<file path="src/common/decode_pkg.sv">
package decode_pkg;

    localparam int xlen = 32;
    localparam int reg_addr_width = 5;
    localparam int num_read_ports = 2;

    // Machine exception codes.
    localparam logic [3:0] cause_illegal = 4'd2;
    localparam logic [3:0] cause_breakpoint = 4'd3;
    localparam logic [3:0] cause_load_misaligned = 4'd4;
    localparam logic [3:0] cause_store_misaligned = 4'd6;
    localparam logic [3:0] cause_ecall_m = 4'd11;

    typedef struct packed {
        logic [6:0] funct7;
        logic [4:0] rs2;
        logic [4:0] rs1;
        logic [2:0] funct3;
        logic [4:0] rd;
        logic [6:0] opcode;
    } r_fmt_t;

    typedef struct packed {
        logic [11:0] imm_11_0;
        logic [4:0] rs1;
        logic [2:0] funct3;
        logic [4:0] rd;
        logic [6:0] opcode;
    } i_fmt_t;

    typedef struct packed {
        logic [6:0] imm_11_5;
        logic [4:0] rs2;
        logic [4:0] rs1;
        logic [2:0] funct3;
        logic [4:0] imm_4_0;
        logic [6:0] opcode;
    } s_fmt_t;

    typedef struct packed {
        logic imm_12;
        logic [5:0] imm_10_5;
        logic [4:0] rs2;
        logic [4:0] rs1;
        logic [2:0] funct3;
        logic [3:0] imm_4_1;
        logic imm_11;
        logic [6:0] opcode;
    } b_fmt_t;

    typedef struct packed {
        logic [19:0] imm_31_12;
        logic [4:0] rd;
        logic [6:0] opcode;
    } u_fmt_t;

    typedef struct packed {
        logic imm_20;
        logic [9:0] imm_10_1;
        logic imm_11;
        logic [7:0] imm_19_12;
        logic [4:0] rd;
        logic [6:0] opcode;
    } j_fmt_t;

    // One fetched word, seen through every base format.
    typedef union packed {
        logic [31:0] raw;
        r_fmt_t r_fmt;
        i_fmt_t i_fmt;
        s_fmt_t s_fmt;
        b_fmt_t b_fmt;
        u_fmt_t u_fmt;
        j_fmt_t j_fmt;
    } instr_word_t;

    typedef enum logic [3:0] {
        alu_add, alu_sub, alu_sll, alu_slt, alu_sltu,
        alu_xor, alu_srl, alu_sra, alu_or, alu_and
    } alu_op_t;

    // Encodings follow funct3 of the branch and load/store opcodes.
    typedef enum logic [2:0] {
        bcu_beq = 3'd0, bcu_bne = 3'd1, bcu_blt = 3'd4,
        bcu_bge = 3'd5, bcu_bltu = 3'd6, bcu_bgeu = 3'd7
    } bcu_op_t;

    typedef enum logic [2:0] {
        lsu_b = 3'd0, lsu_h = 3'd1, lsu_w = 3'd2, lsu_bu = 3'd4, lsu_hu = 3'd5
    } lsu_op_t;

    typedef struct packed {
        logic valid;
        logic [xlen-1:0] pc;
        instr_word_t instr;
    } fetch_t;

    typedef struct packed {
        logic wren;
        logic [reg_addr_width-1:0] waddr;
        logic [xlen-1:0] wdata;
    } wb_t;

    typedef struct packed {
        logic valid;
        logic [xlen-1:0] imm;
        logic [reg_addr_width-1:0] waddr;
        logic [reg_addr_width-1:0] raddr1;
        logic [reg_addr_width-1:0] raddr2;
        logic wren;
        logic rden1;
        logic rden2;
        logic lui;
        logic auipc;
        logic jal;
        logic jalr;
        logic branch;
        logic load;
        logic store;
        logic ecall;
        logic ebreak;
        alu_op_t alu_op;
        bcu_op_t bcu_op;
        lsu_op_t lsu_op;
        logic compressed;
    } ctrl_t;

    typedef struct packed {
        logic valid;
        logic [xlen-1:0] pc;
        logic [xlen-1:0] npc;
        ctrl_t ctrl;
        logic [xlen-1:0] rdata1;
        logic [xlen-1:0] rdata2;
        logic jump;
        logic [xlen-1:0] target;
        logic [xlen-1:0] address;
        logic [3:0] byteenable;
        logic exception;
        logic [3:0] ecause;
        logic [xlen-1:0] etval;
    } decoded_t;

    localparam decoded_t decoded_reset = '0;

endpackage

</file>
<file path="src/decode/compress_expander.sv">
`timescale 1ns/1ps

module compress_expander import decode_pkg::*; (
    input  logic [15:0] half,
    output logic [31:0] expanded,
    output logic        illegal
);

    logic [4:0] rd;
    logic [4:0] rs2;
    logic [4:0] rs1_p;
    logic [4:0] rd_p; // Also rs2' of c.sw.
    logic [11:0] j_off;
    logic [6:0] lw_off;
    logic [9:0] spn_imm;

    assign rd = half[11:7];
    assign rs2 = half[6:2];
    assign rs1_p = {2'b01, half[9:7]};
    assign rd_p = {2'b01, half[4:2]};
    assign j_off = {half[12], half[8], half[10:9], half[6], half[7], half[2], half[11],
                    half[5:3], 1'b0};
    assign lw_off = {half[5], half[12:10], half[6], 2'b00};
    assign spn_imm = {half[10:7], half[12:11], half[5], half[6], 2'b00};

    always_comb begin
        expanded = '0;
        illegal = 1'b0;
        case ({half[1:0], half[15:13]})
            5'b00_000: begin // c.addi4spn, zero word lands here too.
                expanded = {2'b00, spn_imm, 5'd2, 3'b000, rd_p, 7'b0010011};
                illegal = (half[12:5] == 8'd0);
            end
            5'b00_010: expanded = {5'b0, lw_off, rs1_p, 3'b010, rd_p, 7'b0000011};
            5'b00_110: expanded = {5'b0, lw_off[6:5], rd_p, rs1_p, 3'b010, lw_off[4:0],
                                   7'b0100011};
            5'b01_000: expanded = {{6{half[12]}}, half[12], half[6:2], rd, 3'b000, rd,
                                   7'b0010011};
            5'b01_001, 5'b01_101: begin // c.jal links x1, c.j links nothing.
                expanded = {j_off[11], j_off[10:1], j_off[11], {8{j_off[11]}},
                            {4'b0, ~half[15]}, 7'b1101111};
            end
            5'b01_010: expanded = {{6{half[12]}}, half[12], half[6:2], 5'd0, 3'b000, rd,
                                   7'b0010011};
            5'b01_011: begin
                expanded = {{14{half[12]}}, half[12], half[6:2], rd, 7'b0110111};
                illegal = ({half[12], half[6:2]} == 6'd0) || (rd == 5'd2); // No addi16sp.
            end
            5'b01_110, 5'b01_111: begin // c.beqz, c.bnez.
                expanded = {half[12], {3{half[12]}}, half[6:5], half[2], 5'd0, rs1_p,
                            {2'b00, half[13]}, half[11:10], half[4:3], half[12], 7'b1100011};
            end
            5'b10_100: begin
                if (!half[12]) begin
                    if (rs2 == 5'd0) begin
                        expanded = {12'd0, rd, 3'b000, 5'd0, 7'b1100111}; // c.jr
                        illegal = (rd == 5'd0);
                    end else begin
                        expanded = {7'd0, rs2, 5'd0, 3'b000, rd, 7'b0110011}; // c.mv
                    end
                end else if (rs2 == 5'd0) begin
                    if (rd == 5'd0) begin
                        expanded = 32'h0010_0073; // c.ebreak
                    end else begin
                        expanded = {12'd0, rd, 3'b000, 5'd1, 7'b1100111}; // c.jalr
                    end
                end else begin
                    expanded = {7'd0, rs2, rd, 3'b000, rd, 7'b0110011}; // c.add
                end
            end
            default: illegal = 1'b1;
        endcase
    end

endmodule

</file>
<file path="src/decode/instr_decoder.sv">
`timescale 1ns/1ps

module instr_decoder import decode_pkg::*; (
    input  instr_word_t instr,
    output ctrl_t       ctrl
);

    logic [31:0] expanded;
    logic c_illegal;
    logic is_c;
    instr_word_t w;
    logic [xlen-1:0] imm_i;
    logic [xlen-1:0] imm_s;
    logic [xlen-1:0] imm_b;
    logic [xlen-1:0] imm_u;
    logic [xlen-1:0] imm_j;

    compress_expander u_expander (
        .half    (instr.raw[15:0]),
        .expanded(expanded),
        .illegal (c_illegal)
    );

    assign is_c = (instr.raw[1:0] != 2'b11);
    assign w.raw = is_c ? expanded : instr.raw;

    assign imm_i = {{20{w.i_fmt.imm_11_0[11]}}, w.i_fmt.imm_11_0};
    assign imm_s = {{20{w.s_fmt.imm_11_5[6]}}, w.s_fmt.imm_11_5, w.s_fmt.imm_4_0};
    assign imm_b = {{20{w.b_fmt.imm_12}}, w.b_fmt.imm_11, w.b_fmt.imm_10_5,
                    w.b_fmt.imm_4_1, 1'b0};
    assign imm_u = {w.u_fmt.imm_31_12, 12'd0};
    assign imm_j = {{12{w.j_fmt.imm_20}}, w.j_fmt.imm_19_12, w.j_fmt.imm_11,
                    w.j_fmt.imm_10_1, 1'b0};

    function automatic alu_op_t alu_sel(input logic [2:0] funct3, input logic alt);
        case (funct3)
            3'b000: alu_sel = alt ? alu_sub : alu_add;
            3'b001: alu_sel = alu_sll;
            3'b010: alu_sel = alu_slt;
            3'b011: alu_sel = alu_sltu;
            3'b100: alu_sel = alu_xor;
            3'b101: alu_sel = alt ? alu_sra : alu_srl;
            3'b110: alu_sel = alu_or;
            default: alu_sel = alu_and;
        endcase
    endfunction

    always_comb begin
        ctrl = '0;
        ctrl.valid = 1'b1;
        ctrl.compressed = is_c;
        ctrl.waddr = w.r_fmt.rd;
        ctrl.raddr1 = w.r_fmt.rs1;
        ctrl.raddr2 = w.r_fmt.rs2;
        ctrl.alu_op = alu_add;
        ctrl.bcu_op = bcu_op_t'(w.b_fmt.funct3);
        ctrl.lsu_op = lsu_op_t'(w.i_fmt.funct3);
        case (w.r_fmt.opcode)
            7'b0110111: begin
                ctrl.wren = 1'b1;
                ctrl.lui = 1'b1;
                ctrl.imm = imm_u;
            end
            7'b0010111: begin
                ctrl.wren = 1'b1;
                ctrl.auipc = 1'b1;
                ctrl.imm = imm_u;
            end
            7'b1101111: begin
                ctrl.wren = 1'b1;
                ctrl.jal = 1'b1;
                ctrl.imm = imm_j;
            end
            7'b1100111: begin
                {ctrl.wren, ctrl.rden1, ctrl.jalr} = 3'b111;
                ctrl.imm = imm_i;
                ctrl.valid = (w.i_fmt.funct3 == 3'b000);
            end
            7'b1100011: begin
                {ctrl.rden1, ctrl.rden2, ctrl.branch} = 3'b111;
                ctrl.imm = imm_b;
                ctrl.valid = (w.b_fmt.funct3[2:1] != 2'b01);
            end
            7'b0000011: begin
                {ctrl.wren, ctrl.rden1, ctrl.load} = 3'b111;
                ctrl.imm = imm_i;
                ctrl.valid = (w.i_fmt.funct3 inside {3'd0, 3'd1, 3'd2, 3'd4, 3'd5});
            end
            7'b0100011: begin
                {ctrl.rden1, ctrl.rden2, ctrl.store} = 3'b111;
                ctrl.imm = imm_s;
                ctrl.valid = (w.s_fmt.funct3 inside {3'd0, 3'd1, 3'd2});
            end
            7'b0010011: begin
                {ctrl.wren, ctrl.rden1} = 2'b11;
                ctrl.imm = imm_i;
                ctrl.alu_op = alu_sel(w.r_fmt.funct3,
                                      (w.r_fmt.funct3 == 3'b101) && w.r_fmt.funct7[5]);
                if (w.r_fmt.funct3 == 3'b001) begin
                    ctrl.valid = (w.r_fmt.funct7 == 7'd0);
                end else if (w.r_fmt.funct3 == 3'b101) begin
                    ctrl.valid = (w.r_fmt.funct7 inside {7'd0, 7'b0100000});
                end
            end
            7'b0110011: begin
                {ctrl.wren, ctrl.rden1, ctrl.rden2} = 3'b111;
                ctrl.alu_op = alu_sel(w.r_fmt.funct3, w.r_fmt.funct7[5]);
                ctrl.valid = (w.r_fmt.funct7 == 7'd0) || (w.r_fmt.funct7 == 7'b0100000 &&
                             w.r_fmt.funct3 inside {3'b000, 3'b101});
            end
            7'b1110011: begin // Only ecall and ebreak.
                ctrl.ecall = (w.raw == 32'h0000_0073);
                ctrl.ebreak = (w.raw == 32'h0010_0073);
                ctrl.valid = ctrl.ecall | ctrl.ebreak;
            end
            default: ctrl.valid = 1'b0;
        endcase
        if (is_c && c_illegal) ctrl.valid = 1'b0;
    end

endmodule

</file>
<file path="src/decode/decode_stage.sv">
`timescale 1ns/1ps

module decode_stage import decode_pkg::*; (
    input  logic            clk,
    input  logic            rst,
    input  fetch_t          fetch,
    input  ctrl_t           ctrl,
    input  logic [xlen-1:0] rdata1,
    input  logic [xlen-1:0] rdata2,
    input  logic            hold,
    input  logic            flush,
    output decoded_t        q
);

    decoded_t v;
    logic taken;
    logic misaligned;
    logic [xlen-1:0] rs1_sum;

    assign rs1_sum = rdata1 + ctrl.imm;

    always_comb begin
        case (ctrl.bcu_op)
            bcu_beq: taken = (rdata1 == rdata2);
            bcu_bne: taken = (rdata1 != rdata2);
            bcu_blt: taken = ($signed(rdata1) < $signed(rdata2));
            bcu_bge: taken = ($signed(rdata1) >= $signed(rdata2));
            bcu_bltu: taken = (rdata1 < rdata2);
            bcu_bgeu: taken = (rdata1 >= rdata2);
            default: taken = 1'b0;
        endcase
    end

    always_comb begin
        v = decoded_reset;
        v.valid = 1'b1;
        v.pc = fetch.pc;
        v.npc = fetch.pc + (ctrl.compressed ? 32'd2 : 32'd4);
        v.ctrl = ctrl;
        v.rdata1 = rdata1;
        v.rdata2 = rdata2;
        v.jump = ctrl.jal | ctrl.jalr | (ctrl.branch & taken);
        v.target = ctrl.jalr ? {rs1_sum[xlen-1:1], 1'b0} : fetch.pc + ctrl.imm;
        v.address = rs1_sum;

        case (ctrl.lsu_op)
            lsu_b, lsu_bu: begin
                v.byteenable = 4'b0001 << rs1_sum[1:0];
                misaligned = 1'b0;
            end
            lsu_h, lsu_hu: begin
                v.byteenable = 4'b0011 << {rs1_sum[1], 1'b0};
                misaligned = rs1_sum[0];
            end
            default: begin
                v.byteenable = 4'b1111;
                misaligned = (rs1_sum[1:0] != 2'b00);
            end
        endcase
        if (!(ctrl.load | ctrl.store)) v.byteenable = 4'b0000;

        if (!ctrl.valid) begin
            v.exception = 1'b1;
            v.ecause = cause_illegal;
            v.etval = ctrl.compressed ? {16'd0, fetch.instr.raw[15:0]} : fetch.instr.raw;
        end else if (ctrl.ebreak) begin
            v.exception = 1'b1;
            v.ecause = cause_breakpoint;
            v.etval = fetch.pc;
        end else if (ctrl.ecall) begin
            v.exception = 1'b1;
            v.ecause = cause_ecall_m;
        end else if (ctrl.load && misaligned) begin
            v.exception = 1'b1;
            v.ecause = cause_load_misaligned;
            v.etval = rs1_sum;
        end else if (ctrl.store && misaligned) begin
            v.exception = 1'b1;
            v.ecause = cause_store_misaligned;
            v.etval = rs1_sum;
        end

        if (v.exception) begin // Nothing retires or redirects.
            v.ctrl.wren = 1'b0;
            v.jump = 1'b0;
            v.byteenable = 4'b0000;
        end
    end

    always_ff @(posedge clk) begin
        if (!rst) begin
            q <= decoded_reset;
        end else if (flush) begin
            q <= decoded_reset; // Wins over hold.
        end else if (!hold) begin
            q <= fetch.valid ? v : decoded_reset;
        end
    end

    a_jump_no_exc: assert property (@(posedge clk) disable iff (!rst)
        !(q.jump && q.exception))
        else $error("jump and exception both set");

    a_jump_valid: assert property (@(posedge clk) disable iff (!rst)
        q.jump |-> q.valid)
        else $error("jump on an invalid packet");

endmodule

</file>
<file path="src/logic/operand_fetch.sv">
`timescale 1ns/1ps

module operand_fetch import decode_pkg::*; (
    input  logic                      rden,
    input  logic [reg_addr_width-1:0] raddr,
    input  logic [xlen-1:0]           rf_data,
    input  wb_t                       wb,
    output logic [xlen-1:0]           data
);

    logic hit;

    // Writeback in the same cycle bypasses the array.
    assign hit = wb.wren && (wb.waddr == raddr);

    always_comb begin
        if (!rden || raddr == '0) begin
            data = '0;
        end else if (hit) begin
            data = wb.wdata;
        end else begin
            data = rf_data;
        end
    end

endmodule

</file>
<file path="src/logic/register_file.sv">
`timescale 1ns/1ps

module register_file import decode_pkg::*; (
    input  logic                      clk,
    input  logic                      rst,
    input  wb_t                       wb,
    input  logic [reg_addr_width-1:0] raddr [num_read_ports],
    output logic [xlen-1:0]           rdata [num_read_ports]
);

    logic [xlen-1:0] regs [1:31]; // No storage for x0.

    always_ff @(posedge clk) begin
        if (rst && wb.wren && wb.waddr != '0) begin
            regs[wb.waddr] <= wb.wdata;
        end
    end

    for (genvar p = 0; p < num_read_ports; p++) begin : g_read
        assign rdata[p] = (raddr[p] == '0) ? '0 : regs[raddr[p]];
    end

    a_waddr_known: assert property (@(posedge clk) disable iff (!rst)
        wb.wren |-> !$isunknown(wb.waddr))
        else $error("write address unknown");

endmodule

</file>
<file path="src/logic/decode_top.sv">
`timescale 1ns/1ps

module decode_top import decode_pkg::*; (
    input  logic            clk,
    input  logic            rst,
    input  fetch_t          fetch,
    input  wb_t             wb,
    input  logic            hold,
    input  logic            flush,
    output decoded_t        q,
    output logic            redirect_valid,
    output logic [xlen-1:0] redirect_pc
);

    ctrl_t ctrl;
    logic [reg_addr_width-1:0] raddr [num_read_ports];
    logic rden [num_read_ports];
    logic [xlen-1:0] rf_data [num_read_ports];
    logic [xlen-1:0] opnd [num_read_ports];

    assign raddr[0] = ctrl.raddr1;
    assign raddr[1] = ctrl.raddr2;
    assign rden[0] = ctrl.rden1;
    assign rden[1] = ctrl.rden2;

    register_file u_regs (
        .clk  (clk),
        .rst  (rst),
        .wb   (wb),
        .raddr(raddr),
        .rdata(rf_data)
    );

    instr_decoder u_decoder (
        .instr(fetch.instr),
        .ctrl (ctrl)
    );

    for (genvar i = 0; i < num_read_ports; i++) begin : g_port
        operand_fetch u_opnd (
            .rden   (rden[i]),
            .raddr  (raddr[i]),
            .rf_data(rf_data[i]),
            .wb     (wb),
            .data   (opnd[i])
        );
    end

    decode_stage u_stage (
        .clk   (clk),
        .rst   (rst),
        .fetch (fetch),
        .ctrl  (ctrl),
        .rdata1(opnd[0]),
        .rdata2(opnd[1]),
        .hold  (hold),
        .flush (flush),
        .q     (q)
    );

    assign redirect_valid = q.jump;
    assign redirect_pc = q.target;

endmodule

</file>
<file path="config.mk">
export PLATFORM = sky130hd
export DESIGN_NAME = decode_top
export DESIGN_NICKNAME = d
export VERILOG_FILES = /design/src/common/decode_pkg.sv /design/src/decode/compress_expander.sv /design/src/decode/instr_decoder.sv /design/src/decode/decode_stage.sv /design/src/logic/operand_fetch.sv /design/src/logic/register_file.sv /design/src/logic/decode_top.sv
export SDC_FILE = /design/constraint.sdc
export NUM_CORES = 2
export LEC_CHECK = 0
export BUFFER_PORTS_ARGS = -buffer_cell sky130_fd_sc_hd__buf_2
export CAP_MARGIN = 20
export CORE_AREA = 4 4 372 374
export DETAILED_ROUTE_END_ITERATION = 12
export DIE_AREA = 0 0 376 378
export PLACE_DENSITY = 0.68
export SETUP_SLACK_MARGIN = 0.4
export SLEW_MARGIN = 20
export SYNTH_ARGS = -nofsm -noshare
export SYNTH_HDL_FRONTEND = slang
export SYNTH_SLANG_ARGS = --single-unit
</file>
<file path="constraint.sdc">
create_clock -name clk -period 6.9 [get_ports clk]
set_clock_uncertainty 0.15 [all_clocks]
set_input_delay 1.035 -clock clk [delete_from_list [all_inputs] [get_ports clk]]
set_output_delay 1.035 -clock clk [all_outputs]
set_load 0.02 [all_outputs]
</file>
# Word-level counts from Yosys, hierarchy flattened
# Memory sizes are Yosys's and may differ from the RTL's.
# Cells that the tools add are included.
[totals]
mem_count = 1
wordCells = 186
latchBits = 0
rom_bits = 0
register_bits = 306
mem_bits_rw = 992
inputBits = 107
output_inout_bits = 339
[op_classes]
magnitude_cmp = 4
div_mod_pow = 0
addsub = 3
shifts = 2
multipliers = 0
n_eq_ne = 37
bitwise_logic = 7
reduce_logical = 42
muxes = 57
[mem_list]
columns = ["name", "words", "word_bits", "rd", "rd_clocked_by_memory_dff", "write_ports", "line", "rtl"]
rows = [
  ["u_regs.regs", 31, 32, 2, 0, 1, "register_file.sv:11", "logic [xlen-1:0] regs [1:31];"],
]
[ops]
columns = ["cell", "n"]
rows = [
  ["$mux W32", 12],
  ["$mux W306", 1],
  ["$pmux W32 S9", 1],
  ["$pmux W32 S5", 1],
  ["$mux W37", 4],
  ["$add A32 B32 Y32", 3],
  ["$ge A32 B32 Y1", 2],
  ["$lt A32 B32 Y1", 2],
  ["$pmux W4 S7", 2],
  ["$eq A5 B4 Y1 const B", 7],
  ["$eq A32 B21 Y1 const B", 1],
  ["$eq A32 B32 Y1", 1],
  ["$eq A32 B7 Y1 const B", 1],
  ["$ne A32 B32 Y1", 1],
  ["$eq A7 B6 Y1 const B", 4],
  ["$eq A7 B7 Y1 const B", 4],
  ["$logic_not A5 Y1", 5],
  ["$mux W25", 1],
  ["$mux W1", 23],
  ["$mux W21", 1],
  ["$pmux W4 S2", 2],
  ["$eq A7 B5 Y1 const B", 2],
  ["$eq A3 B3 Y1 const B", 4],
  ["$reduce_or A2 Y1", 6],
  ["other kinds (36)", 61],
]

# Depth between registers and ports, before layout
[logic_depth]
depth_word = 23
depth_mapped = 32
depth_no_buf = 24

# Modules after synthesis
# From an unflattened synthesis, not the netlist that was laid out.
[hier_totals]
hier_cells = 5309
area_unflattened_um2 = 66251.0
[modules_own_cells]
columns = ["mod", "cells_per_inst", "area_each_um2", "instances", "seq_area_each_um2"]
rows = [
  ["register_file", 2739, 46593.4, 1, 29788.6],
  ["decode_stage", 1920, 15767.6, 1, 6105.9],
  ["operand_fetch", 123, 696.9, 2, 0.0],
  ["instr_decoder", 230, 1378.8, 1, 0.0],
  ["compress_expander", 141, 869.6, 1, 0.0],
  ["decode_top", 33, 247.7, 1, 0.0],
]

# Least setup slack after synthesis
# Ideal clock, no wire load.
[synth_path]
path_kind = "input port to flip-flop"
from = "input fetch[15] (netlist name)"
to = "register u_stage.q[31] (netlist name)"
stages = 27
setup_time_ns = 0.128
arrival_time_ns = 6.376
slack_ns = 0.246
t_required_ns = 6.622
n_path_buf = 4
path_cell_list = "buf_2 -> or3_1 -> a221oi_4 -> a22oi_2 -> nand2_2 -> buf_2 -> buf_2 -> clkbuf_1 -> a211oi_1 -> a211oi_1 -> a311oi_1 -> a211o_1 -> nand3_1 -> o21ai_0 -> nor2_1 -> ha_1 -> a21o_1 -> a21o_1 -> a21o_1 -> a221o_1 -> a41oi_1 -> and3_1 -> o21ai_0 -> o211ai_1 -> xnor3_1 -> a221oi_1 -> o31ai_1"
[synth_via]
elab_chain_cells = 20
word_cells_on_any_way = 81
classes_between = "add/sub (1); eq/ne (29); mux (22); bitwise (2); reduce/logical (26); memory (1)"
[synth_lines]
columns = ["item", "line", "rtl"]
rows = [
  ["from (decl)", "decode_top.sv:6", "input fetch_t fetch,"],
  ["parallel branches: the longest is 18 deep, another holds $mem_v2 Z31 W32", "--", ""],
  ["$mux W37 *", "decode_stage.sv:62", "if (!ctrl.valid) begin"],
  ["$mux W306 *", "decode_stage.sv:96", "q <= fetch.valid ? v : decoded_reset;"],
]
# Every way passes the cells marked *.
# A chain may end at the register's enable or synchronous reset.

# Worst setup path in the final report
[layout_path]
from = "input fetch[13] (netlist name)"
to = "register u_stage.q[105] (netlist name)"
[layout_via]
elab_chain_cells = 21
word_cells_on_any_way = 106
classes_between = "add/sub (1); order compare (4); eq/ne (34); mux (31); bitwise (4); reduce/logical (31); memory (1)"
[layout_lines]
columns = ["item", "line", "rtl"]
rows = [
  ["parallel branches: the longest is 19 deep, another holds $mem_v2 Z31 W32", "--", ""],
  ["$mux W1 *", "decode_stage.sv:83", "if (v.exception) begin"],
  ["$mux W306 *", "decode_stage.sv:96", ""],
]
# Marks and branches as above.

==> metrics.md <==
| Metric | Value |
|---|---|
| Worst hold slack | `between 0.3 and 0.4 ns` |
| Min cycle time layout | `6.35 ns` |
| Ys flop type | `edfxtp_1` |
| Reg-to-reg setup timing slack | `around 2 ns` |
| Sw power | `0.00613 W` |
| Pins Over Slew Limit | `0` |
| Initial DRC count | `10500` |
| Sequential Power Share | `40.9%` |
| Combinational fraction of design power | `21.0%` |
| Post-synth net total | `7224` |
| CP Launch Point | `fetch[13]` |
| Row Count | `roughly 140` |
| Top cells by area, synth | `edfxtp_1 (44%), dfxtp_1 (9.0%), nand2_1 (8.9%)` |
| CP max stage delay | `0.37 ns` |
| Yosys cell types | `90` |
| Root Driver | `clkbuf_16` |
| Clk sinks | `between 1000 and 1500` |
| Die H | `between 300 and 400 um` |
| Wire per inst | `31.2 um` |
| Yosys warnings | `0` |
| Reg2reg path depth | `24` |
| H-tree depth | `4` |
| Total Die Area | `~140000 sq um` |
| Final #Nets | `8096` |
| Nature of the critical path endpoint | `flop` |
| GRT Overall Usage | `~42%` |
| Antenna violations before repair | `25` |
| Synth-to-layout area growth | `22.8%` |
| Number of global-route vias before repair | `61200` |
| PwrDens | `251 nW/um^2` |
| Post-route DRC violation count | `0` |
| Yosys top cell by area | `edfxtp_1` |
| CP Data Required Time | `7.46 ns` |
| R2r startpoint | `u_regs.regs[29][0]` |
| Max_slew headroom | `21.7%` |
| Total congestion overflow | `0` |
| First-pass GRT wire length | `roughly 430000 um` |
| IO Pins | `446` |
| Initial Utilization | `49.8%` |
| Startpoint Class | `primary input` |
| Tcrit/Tclk final | `92.0%` |
| Syn Inst Count | `7018` |
| Die Wd | `376 um` |
| Share of post-route cells with drive strength above 1 | `roughly a fifth` |
| Post-DR vias/cell | `6.68` |
| Placed Cells | `approximately 9500` |
| Crit path kind | `in -> reg` |
| RSZ-0062 raised after global routing | `yes` |
| Clock share of power | `38.1%` |
| Leak pwr | `32.3 nW` |
| Final number of hold-violating endpoints | `0` |
| Placeable Area | `135000 sq um` |
| Post-synth ARST share | `0%` |
| Total negative slack | `0 ns` |
| Slowest CP cell | `a311oi_1` |
| Skew-Pair Late Insertion Delay | `0.82 ns` |
| Worst-margin pin slew | `1.17 ns` |
| Number of synthesized flops with an enable pin | `roughly 1000` |
| I/O Buffers | `445` |
| Outcome | `finished clean` |
| Area share of the largest cell type after synthesis | `44.3%` |
| WP data arrival | `6.91 ns` |
| Gpl congestion | `1.03` |
| DR vias | `65500` |
| DP HPWL | `205000 um` |
| Max-cap violation count | `0` |
| Pre-antenna DRT Iters | `9` |
| Synth Area per Inst | `9.58 sq um` |
| Post-CTS Hold Buffers | `0` |
| CTS max path bufs | `3` |
| Largest net degree at the start of global routing | `roughly 100` |
| Cts bufs inserted | `about 140` |
| #FFs+latches synth | `1294` |
| ANT nets after route | `0` |
| Critical Path Sink | `u_stage.q[105]` |
| FMAX | `158 MHz` |
| HP Class | `reg -> reg` |
| Crit Path Max Fanout | `21` |
| Worst IR drop on VDD | `0.241 mV` |
| Sw Ratio | `between 20 and 30%` |
| Power Internal | `around 0.015 W` |
| Syn Std Cell Area | `67200 sq um` |
| Register area share after synthesis | `53.3%` |
| Total wire length | `306000 um` |
| Post-synth top cells | `nand2_1 (1602), edfxtp_1 (992), nand3_1 (645)` |
| Hold-critical path depth | `2` |
| Count leader, synth | `nand2_1` |
| Worst-path clk slew | `~0.07 ns` |
| Setup violators final | `0` |
| Worst R2R End | `u_stage.q[101]` |
| TritonCTS clock tree | `yes` |
| Post-route insts no fill | `about 9800` |
## placed cells by master, fill, tap and decap left out, types with 15 or more instances in the layout
cell type and instances:
a22oi_1 166, bufinv_16 16, buf_12 99, nor2b_1 24
o31ai_1 30, dfxtp_1 302, mux2i_1 112, edfxtp_1 992
a21oi_1 173, buf_4 801, xor2_1 34, a211o_1 48
nor3_1 88, nand3_1 644, a31oi_1 125, a311oi_1 196
and3_1 132, a211oi_1 312, clkinv_1 29, o21ai_0 177
clkbuf_16 152, a21o_1 49, buf_2 443, o21a_1 15
nor2_4 33, a221oi_1 21, inv_1 97, diode_2 19
nand4_1 23, nand2b_1 18, a22o_1 49, nand2_1 1595
nor2_1 403, ha_1 96, o211ai_1 79, clkbuf_1 27
and2_1 22, a311o_1 15, xnor2_1 57
## final cells by class
class | count | area [sq um]
Clock buffer | 180 | 3880
Timing Repair Buffer | 1355 | 10500
Inverter | 100 | 375
Sequential cell | 1294 | 35800
Tap cell | 1781 | 2230
Multi-Input combinational cell | 4997 | 28800
Antenna cell | 19 | 47.5
Fill cell | 11200 | 52400
Clock inverter | 75 | 886
## per-layer routing
layer | global-route usage [%] | up-vias | routed length (um)
met4 | 31.6 | 12 | 28000
li1 | - | 27800 | -
met5 | 0 | - | 199
met1 | 50.9 | 31000 | 106000
met3 | 14.1 | 1324 | 43900
met2 | 60.5 | 5410 | 128000
## power groups by stage
stage	combinational (W)	clock, W	sequential (W)
final	0.00435	0.00789	0.00848
after global routing	0.00451	0.00823	0.00848
after detailed placement	0.00411	0	0.00864
after global placement	0.00409	0	0.00864
after floorplan	0.00190	0	0.00867
after CTS	0.00413	0.00790	0.00848
## how the worst min path moves through the flow
stage	from	end	slack, ns
finish	u_stage.q[164]	u_stage.q[164]	0.30
global route	u_stage.q[7]	u_stage.q[7]	0.31
CTS	u_stage.q[7]	u_stage.q[7]	0.30
detailed placement	u_stage.q[7]	u_stage.q[7]	0.28
global placement	u_stage.q[12]	u_stage.q[12]	0.28
floorplan	u_stage.q[26]	u_stage.q[26]	0.37
## flip-flops by register name (all words and copies together) (netlist names)
name	flops
u_stage.q	302
u_regs.regs	992
## what timing repair did
| item | in CTS | in global routing |
|---|---|---|
| endpoints found under the setup margin | 0 | 41 |
| setup buffers | 0 | 7 |
| hold endpoints to repair | 0 | 0 |
| resized for setup | 0 | 50 |
## worst max-delay path: cells and delay by family
| kind | cells | cell delay, ns |
|---|---|---|
| simple gates | 8 | 1.30 |
| buf+inv | 9 | 1.70 |
| fa+ha+maj | 1 | 0.30 |
| compound gates | 11 | 2.25 |
| mux | 1 | 0.28 |
## per-stage QoR
step | total power [W] | setup WS (ns) | util, % | instance area [sq um]
3_5_place_dp | 0.0128 | -0.389 | 57.3 | 77400
5_1_grt | 0.0212 | 0.328 | 61.1 | 82500
3_3_place_gp | 0.0127 | -0.378 | 57.3 | 77300
4_1_cts | 0.0205 | 0.416 | 60.9 | 82100
6_report | 0.0207 | 0.552 | 61.2 | 82500
2_1_floorplan | 0.0106 | 0.418 | - | 67200
## cell families after synthesis
kind of cell,Yosys count,share of synthesized area (%)
XOR/XNOR,93,1.23
AND/OR/NAND/NOR,3070,19.7
buffers and inverters,727,4.70
flip-flops,1294,53.3
multiplexers,114,1.70
adder cells (fa/ha/maj),99,1.88
AO/OA/AOI/OAI,1621,17.5
No activity file was read; power rests on OpenSTA's default activity.
